### src/rtl/huntPkg.sv
`default_nettype none

package huntPkg;

	localparam int ScreenWidth = 480;
	localparam int DuckBoxSize = 32;	// Hit box edge in pixels

	// Dog rest spot and intro geometry
	localparam logic [9:0] DogStartX = 10'd11;
	localparam logic [9:0] DogGroundY = 10'd290;
	localparam logic [9:0] DogStepX = 10'd8;
	localparam logic [9:0] DogJumpStepX = 10'd9;
	localparam logic [9:0] DogJumpStepY = 10'd8;
	localparam int DogWalkFrames = 16;
	localparam int DogSniffFrames = 4;
	localparam int DogSurpriseFrames = 2;
	localparam int DogJumpHalfFrames = 10;

	// Dog sprite frame numbers
	localparam logic [5:0] DogFrameWalk = 6'd1;	// First of three walk frames
	localparam logic [5:0] DogFrameSniff = 6'd4;
	localparam logic [5:0] DogFrameSurprised = 6'd6;
	localparam logic [5:0] DogFrameJumpUp = 6'd7;
	localparam logic [5:0] DogFrameJumpDown = 6'd8;

	localparam logic [9:0] DuckLaunchY = 10'd300;
	localparam int DuckFrameColorStride = 20;
	localparam logic [5:0] DuckHitFrameOffset = 6'd8;
	localparam int DuckFlapFrames = 4;

	// Per-direction offset of the first flap frame
	localparam logic [5:0] DuckBaseNW = 6'd11;
	localparam logic [5:0] DuckBaseW = 6'd15;
	localparam logic [5:0] DuckBaseNE = 6'd0;
	localparam logic [5:0] DuckBaseE = 6'd4;

	typedef enum logic [2:0] {DogIdle, DogWalk, DogSniff, DogSurprised, DogJumpUp,
		DogJumpDown} dogStateT;
	typedef enum logic [2:0] {DuckIdle, DuckLaunch, DuckFly, DuckFall} duckStateT;
	typedef enum logic [1:0] {DirNW, DirW, DirNE, DirE} duckDirT;
	typedef enum logic [1:0] {CfgStepLarge, CfgStepSmall, CfgFlapLimit, CfgShots} cfgRegT;

	typedef struct packed {
		logic [9:0] x;
		logic [9:0] y;
		logic [5:0] frame;
	} spritePosT;

	typedef struct packed {
		logic [1:0] color;
		duckDirT dir;
		logic [9:0] startX;
	} duckLaunchT;

	typedef struct packed {
		logic [9:0] x;
		logic [9:0] y;
	} shotT;

	typedef struct packed {
		cfgRegT addr;
		logic [7:0] data;
	} cfgWriteT;

	typedef struct packed {
		logic [3:0] stepLarge;
		logic [3:0] stepSmall;
		logic [3:0] flapLimit;
		logic [1:0] shotsPerDuck;
	} huntCfgT;

	localparam huntCfgT CfgDefaults = '{stepLarge: 4'd12, stepSmall: 4'd4, flapLimit: 4'd8,
		shotsPerDuck: 2'd3};

endpackage

`default_nettype wire

### src/rtl/huntConfig.sv
`timescale 1ns/10ps
`default_nettype none

module huntConfig (
	input  logic ANIM_Clk,
	input  logic Reset,
	input  logic cfgStrobe,
	input  huntPkg::cfgWriteT cfgWrite,
	output huntPkg::huntCfgT cfg
);

	import huntPkg::*;

	// Register file, one field per address
	always_ff @(posedge ANIM_Clk or posedge Reset)
	begin
		if (Reset)
		begin
			cfg <= CfgDefaults;
		end
		else if (cfgStrobe)
		begin
			unique case (cfgWrite.addr)
				CfgStepLarge:
					cfg.stepLarge <= cfgWrite.data[3:0];
				CfgStepSmall:
					cfg.stepSmall <= cfgWrite.data[3:0];
				CfgFlapLimit:
					cfg.flapLimit <= cfgWrite.data[3:0];	// Upper nibble dropped
				CfgShots:
					cfg.shotsPerDuck <= cfgWrite.data[1:0];
				default:
					cfg <= cfg;
			endcase
		end
	end

	// The duck would never finish a flap cycle count of zero
	flapLimitNonZero: assert property (@(posedge ANIM_Clk) disable iff (Reset)
		cfgStrobe && cfgWrite.addr == CfgFlapLimit |-> cfgWrite.data[3:0] != 4'd0)
		else $error("huntConfig: flapLimit written as zero");

endmodule

`default_nettype wire

### src/rtl/dogSequencer.sv
`timescale 1ns/10ps
`default_nettype none

module dogSequencer (
	input  logic ANIM_Clk,
	input  logic Reset,
	input  logic run,
	input  logic start,
	output huntPkg::spritePosT dogPos,
	output logic dogDone,
	output logic dogBusy
);

	import huntPkg::*;

	dogStateT state;
	logic [3:0] phaseCnt;	// Frames spent in the current phase
	logic [4:0] phaseLen;
	logic lastFrame;

	// Length of each intro phase
	always_comb
	begin
		unique case (state)
			DogWalk:
				phaseLen = 5'(DogWalkFrames);
			DogSniff:
				phaseLen = 5'(DogSniffFrames);
			DogSurprised:
				phaseLen = 5'(DogSurpriseFrames);
			DogJumpUp, DogJumpDown:
				phaseLen = 5'(DogJumpHalfFrames);
			default:
				phaseLen = 5'd1;
		endcase
	end

	assign lastFrame = {1'b0, phaseCnt} == phaseLen - 5'd1;

	always_ff @(posedge ANIM_Clk or posedge Reset)
	begin
		if (Reset)
		begin
			state <= DogIdle;
			phaseCnt <= '0;
			dogPos <= '{x: DogStartX, y: DogGroundY, frame: 6'd0};
			dogDone <= 1'b0;
		end
		else
		begin
			dogDone <= 1'b0;
			phaseCnt <= lastFrame ? 4'd0 : phaseCnt + 4'd1;
			unique case (state)
				DogIdle:
				begin
					phaseCnt <= '0;
					if (start)
					begin
						state <= DogWalk;
						dogPos.x <= DogStartX + DogStepX;	// First walk frame already moved
						dogPos.frame <= DogFrameWalk;
					end
				end
				DogWalk:
					if (lastFrame)
					begin
						state <= DogSniff;
						dogPos.frame <= DogFrameSniff;
					end
					else
					begin
						dogPos.x <= dogPos.x + DogStepX;
						// Three walk frames in rotation
						dogPos.frame <= (dogPos.frame == DogFrameWalk + 6'd2) ?
							DogFrameWalk : dogPos.frame + 6'd1;
					end
				DogSniff:
					if (lastFrame)
					begin
						state <= DogSurprised;
						dogPos.frame <= DogFrameSurprised;
					end
				DogSurprised:
					if (lastFrame)
					begin
						state <= DogJumpUp;
						dogPos.x <= dogPos.x + DogJumpStepX;
						dogPos.y <= dogPos.y - DogJumpStepY;
						dogPos.frame <= DogFrameJumpUp;
					end
				DogJumpUp:
				begin
					dogPos.x <= dogPos.x + DogJumpStepX;
					if (lastFrame)	// Apex reached, turn over
					begin
						state <= DogJumpDown;
						dogPos.y <= dogPos.y + DogJumpStepY;
						dogPos.frame <= DogFrameJumpDown;
					end
					else
						dogPos.y <= dogPos.y - DogJumpStepY;
				end
				DogJumpDown:
					if (lastFrame)
					begin
						state <= DogIdle;
						dogDone <= 1'b1;
						dogPos <= '{x: DogStartX, y: DogGroundY, frame: 6'd0};
					end
					else
					begin
						dogPos.x <= dogPos.x + DogJumpStepX;
						dogPos.y <= dogPos.y + DogJumpStepY;
					end
				default:
					state <= DogIdle;
			endcase
		end
	end

	// Busy also covers the handoff cycle to the duck
	assign dogBusy = state != DogIdle || dogDone;

	doneFromJump: assert property (@(posedge ANIM_Clk) disable iff (Reset)
		dogDone |-> $past(state) == DogJumpDown)
		else $error("dogSequencer: dogDone outside the jump-down phase");

	// Top only lets run through while nothing is on screen
	startQualified: assert property (@(posedge ANIM_Clk) disable iff (Reset)
		start |-> run && state == DogIdle)
		else $error("dogSequencer: start while busy");

endmodule

`default_nettype wire

### src/rtl/duckFlight.sv
`timescale 1ns/10ps
`default_nettype none

module duckFlight (
	input  logic ANIM_Clk,
	input  logic Reset,
	input  logic dogDone,
	input  huntPkg::duckLaunchT launch,
	input  huntPkg::huntCfgT cfg,
	input  logic duckKill,
	output huntPkg::spritePosT duckPos,
	output logic duckVisible,
	output logic duckFlying,
	output logic duckLaunched,
	output logic duckDown,
	output logic duckEscaped,
	output logic [1:0] duckColor
);

	import huntPkg::*;

	duckStateT state;
	duckDirT dirQ;
	logic [1:0] colorQ;
	logic [1:0] launchColor;
	logic [1:0] flapPhase;
	logic [3:0] flapCount;	// Completed flap cycles
	logic [5:0] base;
	logic signed [11:0] nextX, nextY;
	logic signed [11:0] stepLarge, stepSmall;
	logic [10:0] fallY;
	logic offScreen, flapDone;

	function automatic logic [5:0] frameBase(input logic [1:0] color, input duckDirT dir);
		logic [5:0] dirOffset;
		unique case (dir)
			DirNW: dirOffset = DuckBaseNW;
			DirW: dirOffset = DuckBaseW;
			DirNE: dirOffset = DuckBaseNE;
			default: dirOffset = DuckBaseE;
		endcase
		return 6'(color * DuckFrameColorStride) + dirOffset;
	endfunction

	// Only three palettes, colour 3 falls back to black
	assign launchColor = (launch.color == 2'd3) ? 2'd0 : launch.color;
	assign base = frameBase(colorQ, dirQ);

	assign stepLarge = $signed({8'b0, cfg.stepLarge});
	assign stepSmall = $signed({8'b0, cfg.stepSmall});

	// Position one step ahead, signed so the edge test sees underflow
	always_comb
	begin
		nextX = $signed({2'b00, duckPos.x});
		nextY = $signed({2'b00, duckPos.y});
		unique case (dirQ)
			DirNW:
			begin
				nextX = nextX - stepSmall;
				nextY = nextY - stepLarge;
			end
			DirW:
			begin
				nextX = nextX - stepLarge;
				nextY = nextY - stepSmall;
			end
			DirNE:
			begin
				nextX = nextX + stepSmall;
				nextY = nextY - stepLarge;
			end
			default:
			begin
				nextX = nextX + stepLarge;
				nextY = nextY - stepSmall;
			end
		endcase
	end

	assign offScreen = nextX < 0 || nextX > ScreenWidth - DuckBoxSize || nextY < 0;
	assign flapDone = flapPhase == 2'(DuckFlapFrames - 1) && flapCount == cfg.flapLimit - 4'd1;
	assign fallY = {1'b0, duckPos.y} + {7'b0, cfg.stepLarge};

	always_ff @(posedge ANIM_Clk or posedge Reset)
	begin
		if (Reset)
		begin
			state <= DuckIdle;
			dirQ <= DirNE;
			colorQ <= '0;
			flapPhase <= '0;
			flapCount <= '0;
			duckPos <= '0;
			duckLaunched <= 1'b0;
			duckDown <= 1'b0;
			duckEscaped <= 1'b0;
		end
		else
		begin
			duckLaunched <= 1'b0;
			duckDown <= 1'b0;
			duckEscaped <= 1'b0;
			unique case (state)
				DuckIdle:
					if (dogDone)
					begin
						state <= DuckLaunch;
						colorQ <= launchColor;
						dirQ <= launch.dir;
						duckPos <= '{x: launch.startX, y: DuckLaunchY,
							frame: frameBase(launchColor, launch.dir)};
						flapPhase <= '0;
						flapCount <= '0;
					end
				DuckLaunch:
				begin
					state <= DuckFly;
					duckLaunched <= 1'b1;	// Scorer reloads its shots
				end
				DuckFly:
					if (duckKill)
					begin
						state <= DuckFall;
						duckPos.frame <= {base[5:2], 2'b00} + DuckHitFrameOffset;
					end
					else if (offScreen || flapDone)
					begin
						state <= DuckIdle;
						duckEscaped <= 1'b1;
					end
					else
					begin
						duckPos.x <= nextX[9:0];
						duckPos.y <= nextY[9:0];
						flapPhase <= flapPhase + 2'd1;
						duckPos.frame <= base + {4'b0, flapPhase + 2'd1};
						if (flapPhase == 2'(DuckFlapFrames - 1))
							flapCount <= flapCount + 4'd1;
					end
				DuckFall:
				begin
					duckPos.y <= fallY[9:0];
					if (fallY >= {1'b0, DuckLaunchY})	// Back in the grass
					begin
						state <= DuckIdle;
						duckDown <= 1'b1;
					end
				end
				default:
					state <= DuckIdle;
			endcase
		end
	end

	assign duckVisible = state != DuckIdle;
	assign duckFlying = state == DuckFly;
	assign duckColor = colorQ;

	killWhileFlying: assert property (@(posedge ANIM_Clk) disable iff (Reset)
		duckKill |-> state == DuckFly)
		else $error("duckFlight: duckKill outside DuckFly");

endmodule

`default_nettype wire

### src/rtl/shotScorer.sv
`timescale 1ns/10ps
`default_nettype none

module shotScorer (
	input  logic ANIM_Clk,
	input  logic Reset,
	input  logic shotStrobe,
	input  huntPkg::shotT shot,
	input  huntPkg::spritePosT duckPos,
	input  logic duckFlying,
	input  logic duckLaunched,
	input  huntPkg::huntCfgT cfg,
	output logic duckKill,
	output logic [1:0] shotsLeft,
	output logic [7:0] hitCount
);

	import huntPkg::*;

	logic killPending;
	logic shotValid;
	logic inBox;
	logic [10:0] boxRight, boxBottom;	// Inclusive far corner of the hit box

	assign boxRight = {1'b0, duckPos.x} + 11'(DuckBoxSize - 1);
	assign boxBottom = {1'b0, duckPos.y} + 11'(DuckBoxSize - 1);

	assign inBox = shot.x >= duckPos.x && {1'b0, shot.x} <= boxRight &&
		shot.y >= duckPos.y && {1'b0, shot.y} <= boxBottom;

	// Shots count only while the duck flies and ammo remains
	assign shotValid = shotStrobe && duckFlying && shotsLeft != 2'd0;

	always_ff @(posedge ANIM_Clk or posedge Reset)
	begin
		if (Reset)
		begin
			killPending <= 1'b0;
			shotsLeft <= '0;
			hitCount <= '0;
		end
		else
		begin
			killPending <= shotValid && inBox;
			if (duckLaunched)
				shotsLeft <= cfg.shotsPerDuck;
			else if (shotValid)
				shotsLeft <= shotsLeft - 2'd1;
			if (shotValid && inBox)
				hitCount <= hitCount + 8'd1;
		end
	end

	// Dropped if the duck got away on the same edge
	assign duckKill = killPending && duckFlying;

	singleKill: assert property (@(posedge ANIM_Clk) disable iff (Reset)
		duckKill |=> !duckKill)
		else $error("shotScorer: duckKill held for two cycles");

endmodule

`default_nettype wire

### src/rtl/huntTop.sv
`timescale 1ns/10ps
`default_nettype none

module huntTop (
	input  logic ANIM_Clk,
	input  logic Reset,
	input  logic run,
	input  huntPkg::duckLaunchT launch,
	input  logic shotStrobe,
	input  huntPkg::shotT shot,
	input  logic cfgStrobe,
	input  huntPkg::cfgWriteT cfgWrite,
	output huntPkg::spritePosT dogPos,
	output huntPkg::spritePosT duckPos,
	output logic duckVisible,
	output logic [1:0] duckColor,
	output logic duckDown,
	output logic duckEscaped,
	output logic [1:0] shotsLeft,
	output logic [7:0] hitCount,
	output logic busy
);

	import huntPkg::*;

	huntCfgT cfg;
	logic start;
	logic dogDone, dogBusy;
	logic duckFlying, duckLaunched, duckKill;

	assign busy = dogBusy || duckVisible;
	assign start = run && !busy;	// A run while busy is dropped

	huntConfig config0 (
		.ANIM_Clk(ANIM_Clk),
		.Reset(Reset),
		.cfgStrobe(cfgStrobe),
		.cfgWrite(cfgWrite),
		.cfg(cfg)
	);

	dogSequencer dog0 (
		.ANIM_Clk(ANIM_Clk),
		.Reset(Reset),
		.run(run),
		.start(start),
		.dogPos(dogPos),
		.dogDone(dogDone),
		.dogBusy(dogBusy)
	);

	duckFlight duck0 (
		.ANIM_Clk(ANIM_Clk),
		.Reset(Reset),
		.dogDone(dogDone),
		.launch(launch),
		.cfg(cfg),
		.duckKill(duckKill),
		.duckPos(duckPos),
		.duckVisible(duckVisible),
		.duckFlying(duckFlying),
		.duckLaunched(duckLaunched),
		.duckDown(duckDown),
		.duckEscaped(duckEscaped),
		.duckColor(duckColor)
	);

	shotScorer scorer0 (
		.ANIM_Clk(ANIM_Clk),
		.Reset(Reset),
		.shotStrobe(shotStrobe),
		.shot(shot),
		.duckPos(duckPos),
		.duckFlying(duckFlying),
		.duckLaunched(duckLaunched),
		.cfg(cfg),
		.duckKill(duckKill),
		.shotsLeft(shotsLeft),
		.hitCount(hitCount)
	);

endmodule

`default_nettype wire

### config.mk
export PLATFORM = sky130hd
export DESIGN_NAME = huntTop
export DESIGN_NICKNAME = d
export VERILOG_FILES = /design/src/rtl/huntPkg.sv /design/src/rtl/huntConfig.sv /design/src/rtl/dogSequencer.sv /design/src/rtl/duckFlight.sv /design/src/rtl/shotScorer.sv /design/src/rtl/huntTop.sv
export SDC_FILE = /design/constraint.sdc
export NUM_CORES = 1
export LEC_CHECK = 0
export BUFFER_PORTS_ARGS = -buffer_cell sky130_fd_sc_hd__buf_4
export CAP_MARGIN = 0
export CORE_ASPECT_RATIO = 0.5
export CORE_MARGIN = 2
export CORE_UTILIZATION = 54
export DETAILED_ROUTE_END_ITERATION = 16
export MAX_ROUTING_LAYER = met4
export PLACE_DENSITY = 0.8
export REMOVE_ABC_BUFFERS = 1
export SETUP_SLACK_MARGIN = 0.2
export SYNTH_ARGS = -nofsm -noshare
export SYNTH_HDL_FRONTEND = slang
export SYNTH_SLANG_ARGS = --single-unit
### constraint.sdc
create_clock -name ANIM_Clk -period 3.6 [get_ports ANIM_Clk]
set_input_delay 0.72 -clock ANIM_Clk [delete_from_list [all_inputs] [get_ports ANIM_Clk]]
set_output_delay 0.72 -clock ANIM_Clk [all_outputs]
set_load 0.02 [all_outputs]
* Word-level counts from Yosys, hierarchy flattened
Cells that the tools add are included.
Cells by class: add/subtract/negate cells 25, multiply operators 2, magnitude comparators 8, equality and inequality tests 34, muxes and demuxes 62, reductions and logical operators 45
Operators by type and width (number):
- 26-bit two-way mux | 3
- 10-bit case mux with 3 select lines | 2
- 6-bit two-way mux | 9
- 10-bit case mux with 5 select lines | 1
- 10-bit by 4-bit subtractor with 11-bit output | 4
- 20-bit two-way mux | 2
- 12-bit case mux with 3 select lines | 1
- 6-bit case mux with 6 select lines | 1
- 10-bit by 4-bit adder with 11-bit output | 3
- 10-bit by 4-bit adder with 10-bit output, second input constant | 3
- 10-bit two-way mux | 3
- 3-bit two-way mux | 10
- 12-bit by 1-bit < comparator with 1-bit output, second input constant | 2
- 4-bit two-way mux | 6
- 4-bit case mux with 3 select lines | 2
- 10-bit by 5-bit adder with 11-bit output, second input constant | 2
- 10-bit by 11-bit less-or-equal comparator with 1-bit output | 2
- 10-bit greater-or-equal comparator | 2
- 10-bit case mux with 2 select lines | 1
- 5-bit case mux with 4 select lines | 1
- 3-bit case mux with 6 select lines | 1
- 2-bit by 1-bit != test with 1-bit output, second input constant | 7
- 2-bit == test, second input constant | 6
- 3-bit by 2-bit == test with 1-bit output, second input constant | 4
- other kinds (45) | 98
Word-level totals: register bits 101, input bits 49, output and inout bits 68, word-level logic and storage cells 200

* Longest topological paths before layout
Gate-level depths: netlist of the first run.
word-level depth 9, mapped depth 17, mapped depth without buffers 15

* Hierarchy
From an unflattened synthesis of the first run, not the netlist that was laid out.
Unflattened totals: cell total of the unflattened synthesis 1035, area, all modules 8843.5 sq um
By module, submodules not included:
- duckFlight | times used 1, cells an instance 496, area an instance 4050.1 sq um, sequential area each 1027.2 sq um
- dogSequencer | times used 1, cells an instance 296, area an instance 2442.3 sq um, sequential area each 808.3 sq um
- shotScorer | times used 1, cells an instance 208, area an instance 1779.2 sq um, sequential area each 275.3 sq um
- huntConfig | times used 1, cells an instance 33, area an instance 558.0 sq um, sequential area each 357.8 sq um
- huntTop | times used 1, cells an instance 2, area an instance 13.8 sq um, sequential area each 0.0 sq um

* Least setup slack after synthesis of the first run
No wires, ideal clock.
path kind flip-flop to flip-flop, from reg duck0.dirQ[1], to reg duck0.duckPos[6] (netlist name), setup time 0.079 ns, arrival 3.634 ns, data required time 3.521 ns, path slack -0.113 ns, stages on the path, launching flop included 18, path buffers 2, clock period less this slack 3.713 ns, cell sequence dfstp_2 inv_1 buf_2 nor2_1 mux2_2 ha_1 inv_1 fa_1 xnor2_1 nor2_1 a21oi_1 a2111oi_0 nand3_1 o2111a_2 nor3_1 buf_4 o31a_2 mux2i_1
On the way: longest elaborated chain between the ends 8, elaborated cells on any way between the ends 17, those cells by class order compare: 3; eq/ne: 3; mux: 5; reduce/logical: 6
RTL lines:
- from (decl) | line duckFlight.sv:23 | duckDirT dirQ;
- from (signal assigned) | line duckFlight.sv:90 | dirQ <= DirNE;
- from (signal assigned) | line duckFlight.sv:110 | dirQ <= launch.dir;
- 2-bit == test (tied with other cells) | line duckFlight.sv:57 | unique case (dirQ)
- 12-bit case mux with 3 select lines or 2-bit OR reduction (tied branches)
- 12-bit by 1-bit < comparator with 1-bit output (tied with other cells) | line duckFlight.sv:81 | assign offScreen = nextX < 0 || nextX > ScreenWidth - DuckBoxSize || nextY < 0;
- 1-bit logical OR or 12-bit by 1-bit < comparator with 1-bit output (tied branches) | line duckFlight.sv:81
- 1-bit logical OR | line duckFlight.sv:81
- 1-bit logical OR | line duckFlight.sv:127 | else if (offScreen || flapDone)
- 2-bit != test (no source line)
- 4-bit AND reduction (no source line)
Parallel ways exist; a longest one is shown, timed or not. The select of a mux whose other input is x is not followed. A chain may end at the register's enable or synchronous reset.

* Final worst setup path of the first run
from reg duck0.dirQ[1], to reg duck0.duckPos[10] (netlist name)
On the way: longest elaborated chain between the ends 8, elaborated cells on any way between the ends 17, those cells by class order compare: 3; eq/ne: 3; mux: 5; reduce/logical: 6
RTL lines (line):
- 2-bit == test (tied with other cells) | duckFlight.sv:57
- 12-bit case mux with 3 select lines or 2-bit OR reduction (tied branches)
- 12-bit by 1-bit < comparator with 1-bit output (tied with other cells) | duckFlight.sv:81
- 1-bit logical OR or 12-bit by 1-bit < comparator with 1-bit output (tied branches) | duckFlight.sv:81
- 1-bit logical OR | duckFlight.sv:81
- 1-bit logical OR | duckFlight.sv:127
- 2-bit != test (no source line)
- 4-bit AND reduction (no source line)
Parallel ways exist; a longest one is shown, timed or not. The select of a mux whose other input is x is not followed.

==> impl_metrics.yaml, run 1 <==
run_status:
  status: "finished, final reports clean"
route:
  num_vias: 8402
  drc: 0
  wl_per_cell_um: 17.49
  dr.pass1.iters: 5
  routed_via_density: 6.093
  detail-route-antenna-nets: 0
  drtIter0Drc: 620
  drt-total-wl_um: 24120
setup_path:
  crit_buf_inv: 5
  critPathMaxFanout: 6
  critPathTopFamily: "compound AO/OA/AOI/OAI gates"
  critPathRequiredTime_ns: 3.83
  crit_path_top_delay_cell: "dfstp_2"
  path_cells: "inv_2, nor2_4, mux2_4, ha_4, buf_6, a211o_1, a21oi_2, nor3_2, a31oi_2, xnor2_1, o2111a_2, nor3_2, buf_4, buf_6, buf_6, o21a_1, o221a_2"
  startpoint_type: "flop"
  slowest_delay_ns: 0.54
  critPathArrivalTime_ns: 3.82
  worstSetupStartpoint: "duck0.dirQ[1]"
  path_class: "reg2reg"
  end_kind: "flop"
  reg2reg_from: "duck0.dirQ[1]"
  timing.critical_path.mode_cell: "buf_6"
clock_tree:
  cts_buffer_depth: 2
  cts-buffers-inserted: 9
  clk_pin_slew_ns: 0.07
  cts.sinks: 98
  cts.htree.levels: 3
  cts_root_buf: "clkbuf_16"
  clkLatencyLatePin_ns: 0.35
  cts_hold_buf: 0
  cts_tree: "yes"
logic_synthesis:
  ys_types: 79
  synthArstFlopShare_pct: 100.0
  yosysSeqAreaShare_pct: 29.16
  syn-cell-area_um2: 8464
  synth_seq_cells: 98
  synth_cells: 1022
  synth.area.top_cells: "dfrtp_1 (25%), ha_1 (13%), nand2_1 (5.5%)"
  synth_flop_cell: "dfrtp_1"
  synth_edf_count: 0
  yosys.area.top_type_share_pct: 25.13
  yosys_warnings: 0
  avgSynthCellArea_um2: 8.282
  yosysTopAreaCell: "dfrtp_1"
floorplanning:
  ios: 117
  rows: 32
  die_h_um: 92.53
  fp.coreArea_um2: 15370
  die_area_um2: 16750
  die_w_um: 181.1
  start_util_pct: 55.05
sta:
  fin_tns_setup_ns: 0
  slew_headroom_pct: 36.85
  maxSlewViolCount: 0
  fin_crit_sh_pct: 99.61
  worst-slew-pin-transition_ns: 0.9438
  fmax_mhz: 278.9
  setup_viol: 0
  period_needed_ns: 3.586
  whs_ns: 0.4720
  hold_viol_final: 0
  skew_ns: 0.01519
  setup_slack_ns: 0.01410
  rsz0062_at_grt: "true"
pwr:
  ir_worst_vdd_mv: 0.5089
  finalPower_w: 0.007463
  power_density_nw_per_um2: 703.3
  leakagePower_nw: 4.980
finish:
  nets: 1312
  drive_gt1_share_pct: 24.68
  antennaDiodeCount: 0
  final_common_cell: "buf_4"
  area_delta_synth_final_pct: 25.37
  final_cell_mix: "buf_4 (165), nand2_1 (125), dfrtp_1 (85)"
run:
  maxCapViolCount: 0
global_routing:
  grt_max_degree: 53
  overflow: 0
  grt_pass1_wl_um: 38600
  grt_antenna_before_repair: 0
  grt_use_total_pct: 29.11
  grt_pass1_vias: 8025
hold_path:
  hp-start: "scorer0.hitCount[7]"
  hp-class: "reg2reg"
place:
  hpwl_um: 17440
  gp_congestion: 0.9585
  preCtsSetupSlack_ns: -0.1313
  io_buffer_count: 110
## metal layers
layer  up-vias  track usage (%)  wire, um
met5         -                -         0
met4         0            8.333       564
met3        57            4.090      1385
met2       351            50.32     11940
met1      4049            36.13     10230
li1       3945                -         -
## final cells by class
| type | count | area, um2 |
|---|---|---|
| multi-input cells | 812 | 5847 |
| fillers | 1175 | 4763 |
| flip-flops and latches | 98 | 2469 |
| repair buffers | 183 | 1481 |
| well taps | 204 | 255.2 |
| inverters | 66 | 254.0 |
| clock buffers | 11 | 242.7 |
| clock inverters | 5 | 62.56 |
## synth_stat cells, types with 5 or more instances
| cell | count |
|---|---|
| a21oi_1 | 54 |
| o221ai_1 | 6 |
| nand4_1 | 10 |
| nand2_1 | 125 |
| buf_4 | 6 |
| xor2_1 | 15 |
| clkbuf_1 | 31 |
| a31oi_1 | 12 |
| nor3_1 | 31 |
| o22ai_1 | 5 |
| a211oi_1 | 14 |
| nor2b_1 | 13 |
| mux2i_1 | 22 |
| fa_1 | 8 |
| nand2b_1 | 10 |
| nand3_1 | 41 |
| xnor2_1 | 45 |
| mux2_2 | 15 |
| o21a_1 | 11 |
| o21ai_1 | 18 |
| nor2_1 | 82 |
| and2_1 | 5 |
| o211ai_1 | 8 |
| a22oi_1 | 5 |
| dfrtp_1 | 85 |
| ha_1 | 85 |
| o31ai_1 | 5 |
| inv_1 | 62 |
| a21o_1 | 19 |
| buf_2 | 8 |
| nor4_1 | 6 |
| a22o_1 | 5 |
| o21ai_0 | 55 |
| dfstp_2 | 13 |
| and3_1 | 10 |
## worst paths after layout
| check | slack [ns] | to | depth (start not counted) |
|---|---|---|---|
| max in group asynchronous | 2.25 | dog0.dogPos[7] | 3 |
| min | 0.47 | scorer0.hitCount[7] | 1 |
| max reg2reg | 0.01 | duck0.duckPos[10] | 17 |
| min in group asynchronous | 0.49 | dog0.dogPos[12] | 2 |
| min reg2reg | 0.47 | scorer0.hitCount[7] | 1 |
| max | 0.01 | duck0.duckPos[10] | 17 |
## where the power goes
part | switching (W) | internal, W
sequential | 0.000384 | 0.00139
combinational | 0.00259 | 0.00209
clock | 0.000447 | 0.000564
total | 0.00342 | 0.00404
## registers in the layout (all words and copies together), names as in the netlist
register	flops
duck0.duckPos	26
dog0.dogPos	24
config0.cfg	14
scorer0.hitCount	8
dog0.phaseCnt	4
duck0.flapCount	4
dog0.state	3
duck0.dirQ	2
duck0.duckColor	2
duck0.flapPhase	2
duck0.state	2
scorer0.shotsLeft	2
dog0.dogDone	1
duck0.duckDown	1
duck0.duckEscaped	1
duck0.duckLaunched	1
scorer0.killPending	1
## repair_timing
| action | CTS | global route |
|---|---|---|
| resized for setup | 26 | 58 |
| buffers inserted | 13 | 11 |
| pin swaps | 18 | 16 |
| setup endpoints to repair | 33 | 44 |
| endpoints found under the hold margin | 0 | 0 |
| cloned | 0 | 1 |
## worst register-to-register path: stages (launching register included)
cell and delay, ns:
dfstp_2 0.54, inv_2 0.05, nor2_4 0.11, mux2_4 0.33, ha_4 0.17, buf_6 0.11
a211o_1 0.31, a21oi_2 0.20, nor3_2 0.09, a31oi_2 0.24, xnor2_1 0.18, o2111a_2 0.25
nor3_2 0.06, buf_4 0.16, buf_6 0.13, buf_6 0.12, o21a_1 0.18, o221a_2 0.22
## cell families (layout without fill, tap and decap cells)
kind of cell    count (synthesis)  after routing  synth area share [%]
simple gates                  356            356                 19.33
compound gates                262            262                 20.36
buf+inv                       113            265                 5.395
flops                          98             98                 29.16
fa+ha+maj                      94             94                 14.57
xor+xnor                       61             61                 6.534
mux                            37             37                 4.597
other cells                     1              2               0.04430
## per-stage QoR
stage	util (%)	std cells	area [um2]
floorplan	-	976	8259
global placement	63.35	1338	9741
detailed placement	63.35	1338	9741
CTS	66.68	1367	10250
global route	69.02	1379	10610
finish	69.02	1379	10610
(Power assumes the default switching activity.)
==> inputs of run 2 (changes only) <==
--- a/config.mk
+++ b/config.mk
@@ -13,6 +13,7 @@
 export DETAILED_ROUTE_END_ITERATION = 16
 export MAX_ROUTING_LAYER = met4
 export PLACE_DENSITY = 0.8
+export RECOVER_POWER = 25
 export REMOVE_ABC_BUFFERS = 1
 export SETUP_SLACK_MARGIN = 0.2
 export SYNTH_ARGS = -nofsm -noshare
==> impl_metrics.yaml, run 2 (synthesis results as in run 1) <==
pwr:
  leakagePower_nw: 4.969
  finalPower_w: 0.007460
  power_density_nw_per_um2: 703.8
  ir_worst_vdd_mv: 0.5144
floorplanning:
  start_util_pct: 55.05
  die_area_um2: 16750
  rows: 32
  fp.coreArea_um2: 15370
  die_w_um: 181.1
  ios: 117
  die_h_um: 92.53
sta:
  setup_viol: 0
  skew_ns: 0.01637
  rsz0062_at_grt: "true"
  hold_viol_final: 0
  worst-slew-pin-transition_ns: 2.546
  fmax_mhz: 280.4
  fin_crit_sh_pct: 99.06
  period_needed_ns: 3.566
  slew_headroom_pct: -70.69
  setup_slack_ns: 0.03394
  maxSlewViolCount: 53
finish:
  drive_gt1_share_pct: 24.51
  final_cell_mix: "buf_4 (161), nand2_1 (125), dfrtp_1 (85)"
  regMostFlops: "duck0.duckPos"
  area_delta_synth_final_pct: 25.23
  nets: 1312
  antennaDiodeCount: 0
  instances_no_fill: 1379
  largest_reg_flops: 26
  final_common_cell: "buf_4"
  top_regs: "duck0.duckPos: 26 flops, dog0.dogPos: 24 flops, config0.cfg: 14 flops"
setup_path:
  r2r-end: "duck0.duckPos[10]"
  end_kind: "flop"
  crit_buf_inv: 5
  critPathRequiredTime_ns: 3.83
  path_class: "reg2reg"
  timing.critical_path.mode_cell: "buf_6"
  startpoint_type: "flop"
  critPathArrivalTime_ns: 3.80
  slowest_delay_ns: 0.54
  crit_path_top_delay_cell: "dfstp_2"
  r2r_setup_slack_ns: 0.03
  reg2reg_from: "duck0.dirQ[1]"
  critPathTopFamily: "compound AO/OA/AOI/OAI gates"
  critPathMaxFanout: 6
  path_cells: "inv_2, nor2_4, mux2_4, ha_4, buf_6, a211o_1, a21oi_2, nor3_2, a31oi_2, xnor2_1, o2111a_2, nor3_2, buf_4, buf_6, buf_6, o21a_1, o221a_2"
  r2r_cells: 17
hold_path:
  whs_endpoint: "scorer0.hitCount[7]"
  hp-start: "scorer0.hitCount[7]"
  hp-class: "reg2reg"
  hold_depth: 1
global_routing:
  grt_antenna_before_repair: 0
  grt_max_degree: 53
  grt_use_total_pct: 29.11
  grt_pass1_vias: 8025
  grt_pass1_wl_um: 38600
  overflow: 0
place:
  preCtsSetupSlack_ns: -0.1313
  gp_congestion: 0.9585
  hpwl_um: 17440
  placed_cells: 1338
  io_buffer_count: 110
clock_tree:
  clkLatencyLatePin_ns: 0.36
  cts_tree: "yes"
  cts_root_buf: "clkbuf_16"
  cts.htree.levels: 3
  cts.sinks: 98
  cts-buffers-inserted: 9
  clk_pin_slew_ns: 0.07
  cts_buffer_depth: 2
route:
  drc: 0
  routed_via_density: 6.092
  drtIter0Drc: 629
  drt-total-wl_um: 24150
  detail-route-antenna-nets: 0
  num_vias: 8401
  wl_per_cell_um: 17.51
  dr.pass1.iters: 5
run_status:
  violations: "capacitance limit, slew limit"
  status: "finished with violations"
run:
  maxCapViolCount: 1
## run 2: per-stage QoR
| stage | cell area (um2) | hold WS [ns] | setup TNS, ns | util [%] |
|---|---|---|---|---|
| 2_1_floorplan | 8259 | 0.4661 | -35.83 | - |
| 3_3_place_gp | 9741 | 0.4567 | -0.9102 | 63.35 |
| 3_5_place_dp | 9741 | 0.4620 | -0.9997 | 63.35 |
| 4_1_cts | 10250 | 0.4727 | 0 | 66.68 |
| 5_1_grt | 10600 | 0.4850 | -0.4267 | 68.95 |
| 6_report | 10600 | 0.4720 | 0 | 68.95 |
## run 2: worst max path at each step
stage,startpoint,to,slack (ns),cells after the start
floorplan,dog0.state[1],dog0.dogPos[22],-1.19,11
global placement,duck0.dirQ[1],duck0.duckPos[11],-0.14,18
detailed placement,duck0.dirQ[1],duck0.duckPos[6],-0.13,17
CTS,duck0.dirQ[0],duck0.duckPos[9],0.19,15
global route,duck0.dirQ[1],duck0.duckPos[10],-0.08,18
finish,duck0.dirQ[1],duck0.duckPos[10],0.03,17
## run 2: cell type report
| cell class | count | area [um2] |
|---|---|---|
| repair buffers | 183 | 1471 |
| inverters | 66 | 252.7 |
| flip-flops and latches | 98 | 2469 |
| clock buffers | 11 | 242.7 |
| fillers | 1180 | 4775 |
| multi-input cells | 812 | 5847 |
| clock inverters | 5 | 62.56 |
| well taps | 204 | 255.2 |
## run 2: timing repair
item / in CTS / in global routing
resized for setup: 26 / 58
hold endpoints to repair: 0 / 0
setup endpoints to repair: 33 / 44
pin swaps: 18 / 16
cloned: 0 / 1
setup buffers: 13 / 11
hold buffers: 0 / 0
## run 2: routing by layer
metal  wire length, um  track usage [%]  vias to the layer above
met3              1369            4.090                       58
li1                  -                -                     3938
met2             11960            50.32                      329
met1             10230            36.13                     4076
met5                 0                -                        -
met4               577            8.333                        0
## run 2: worst register-to-register path: stages (launching register included)
cell	delay, ns
dfstp_2	0.54
inv_2	0.05
nor2_4	0.11
mux2_4	0.33
ha_4	0.17
buf_6	0.11
a211o_1	0.31
a21oi_2	0.20
nor3_2	0.08
a31oi_2	0.24
xnor2_1	0.18
o2111a_2	0.25
nor3_2	0.06
buf_4	0.16
buf_6	0.13
buf_6	0.12
o21a_1	0.18
o221a_2	0.22
## run 2: power by group
part / internal (W) / switching [W] / total, W
Clock: 0.000564 / 0.000451 / 0.00102
Combinational: 0.00209 / 0.00259 / 0.00468
Sequential: 0.00139 / 0.000381 / 0.00177
Total: 0.00404 / 0.00342 / 0.00746
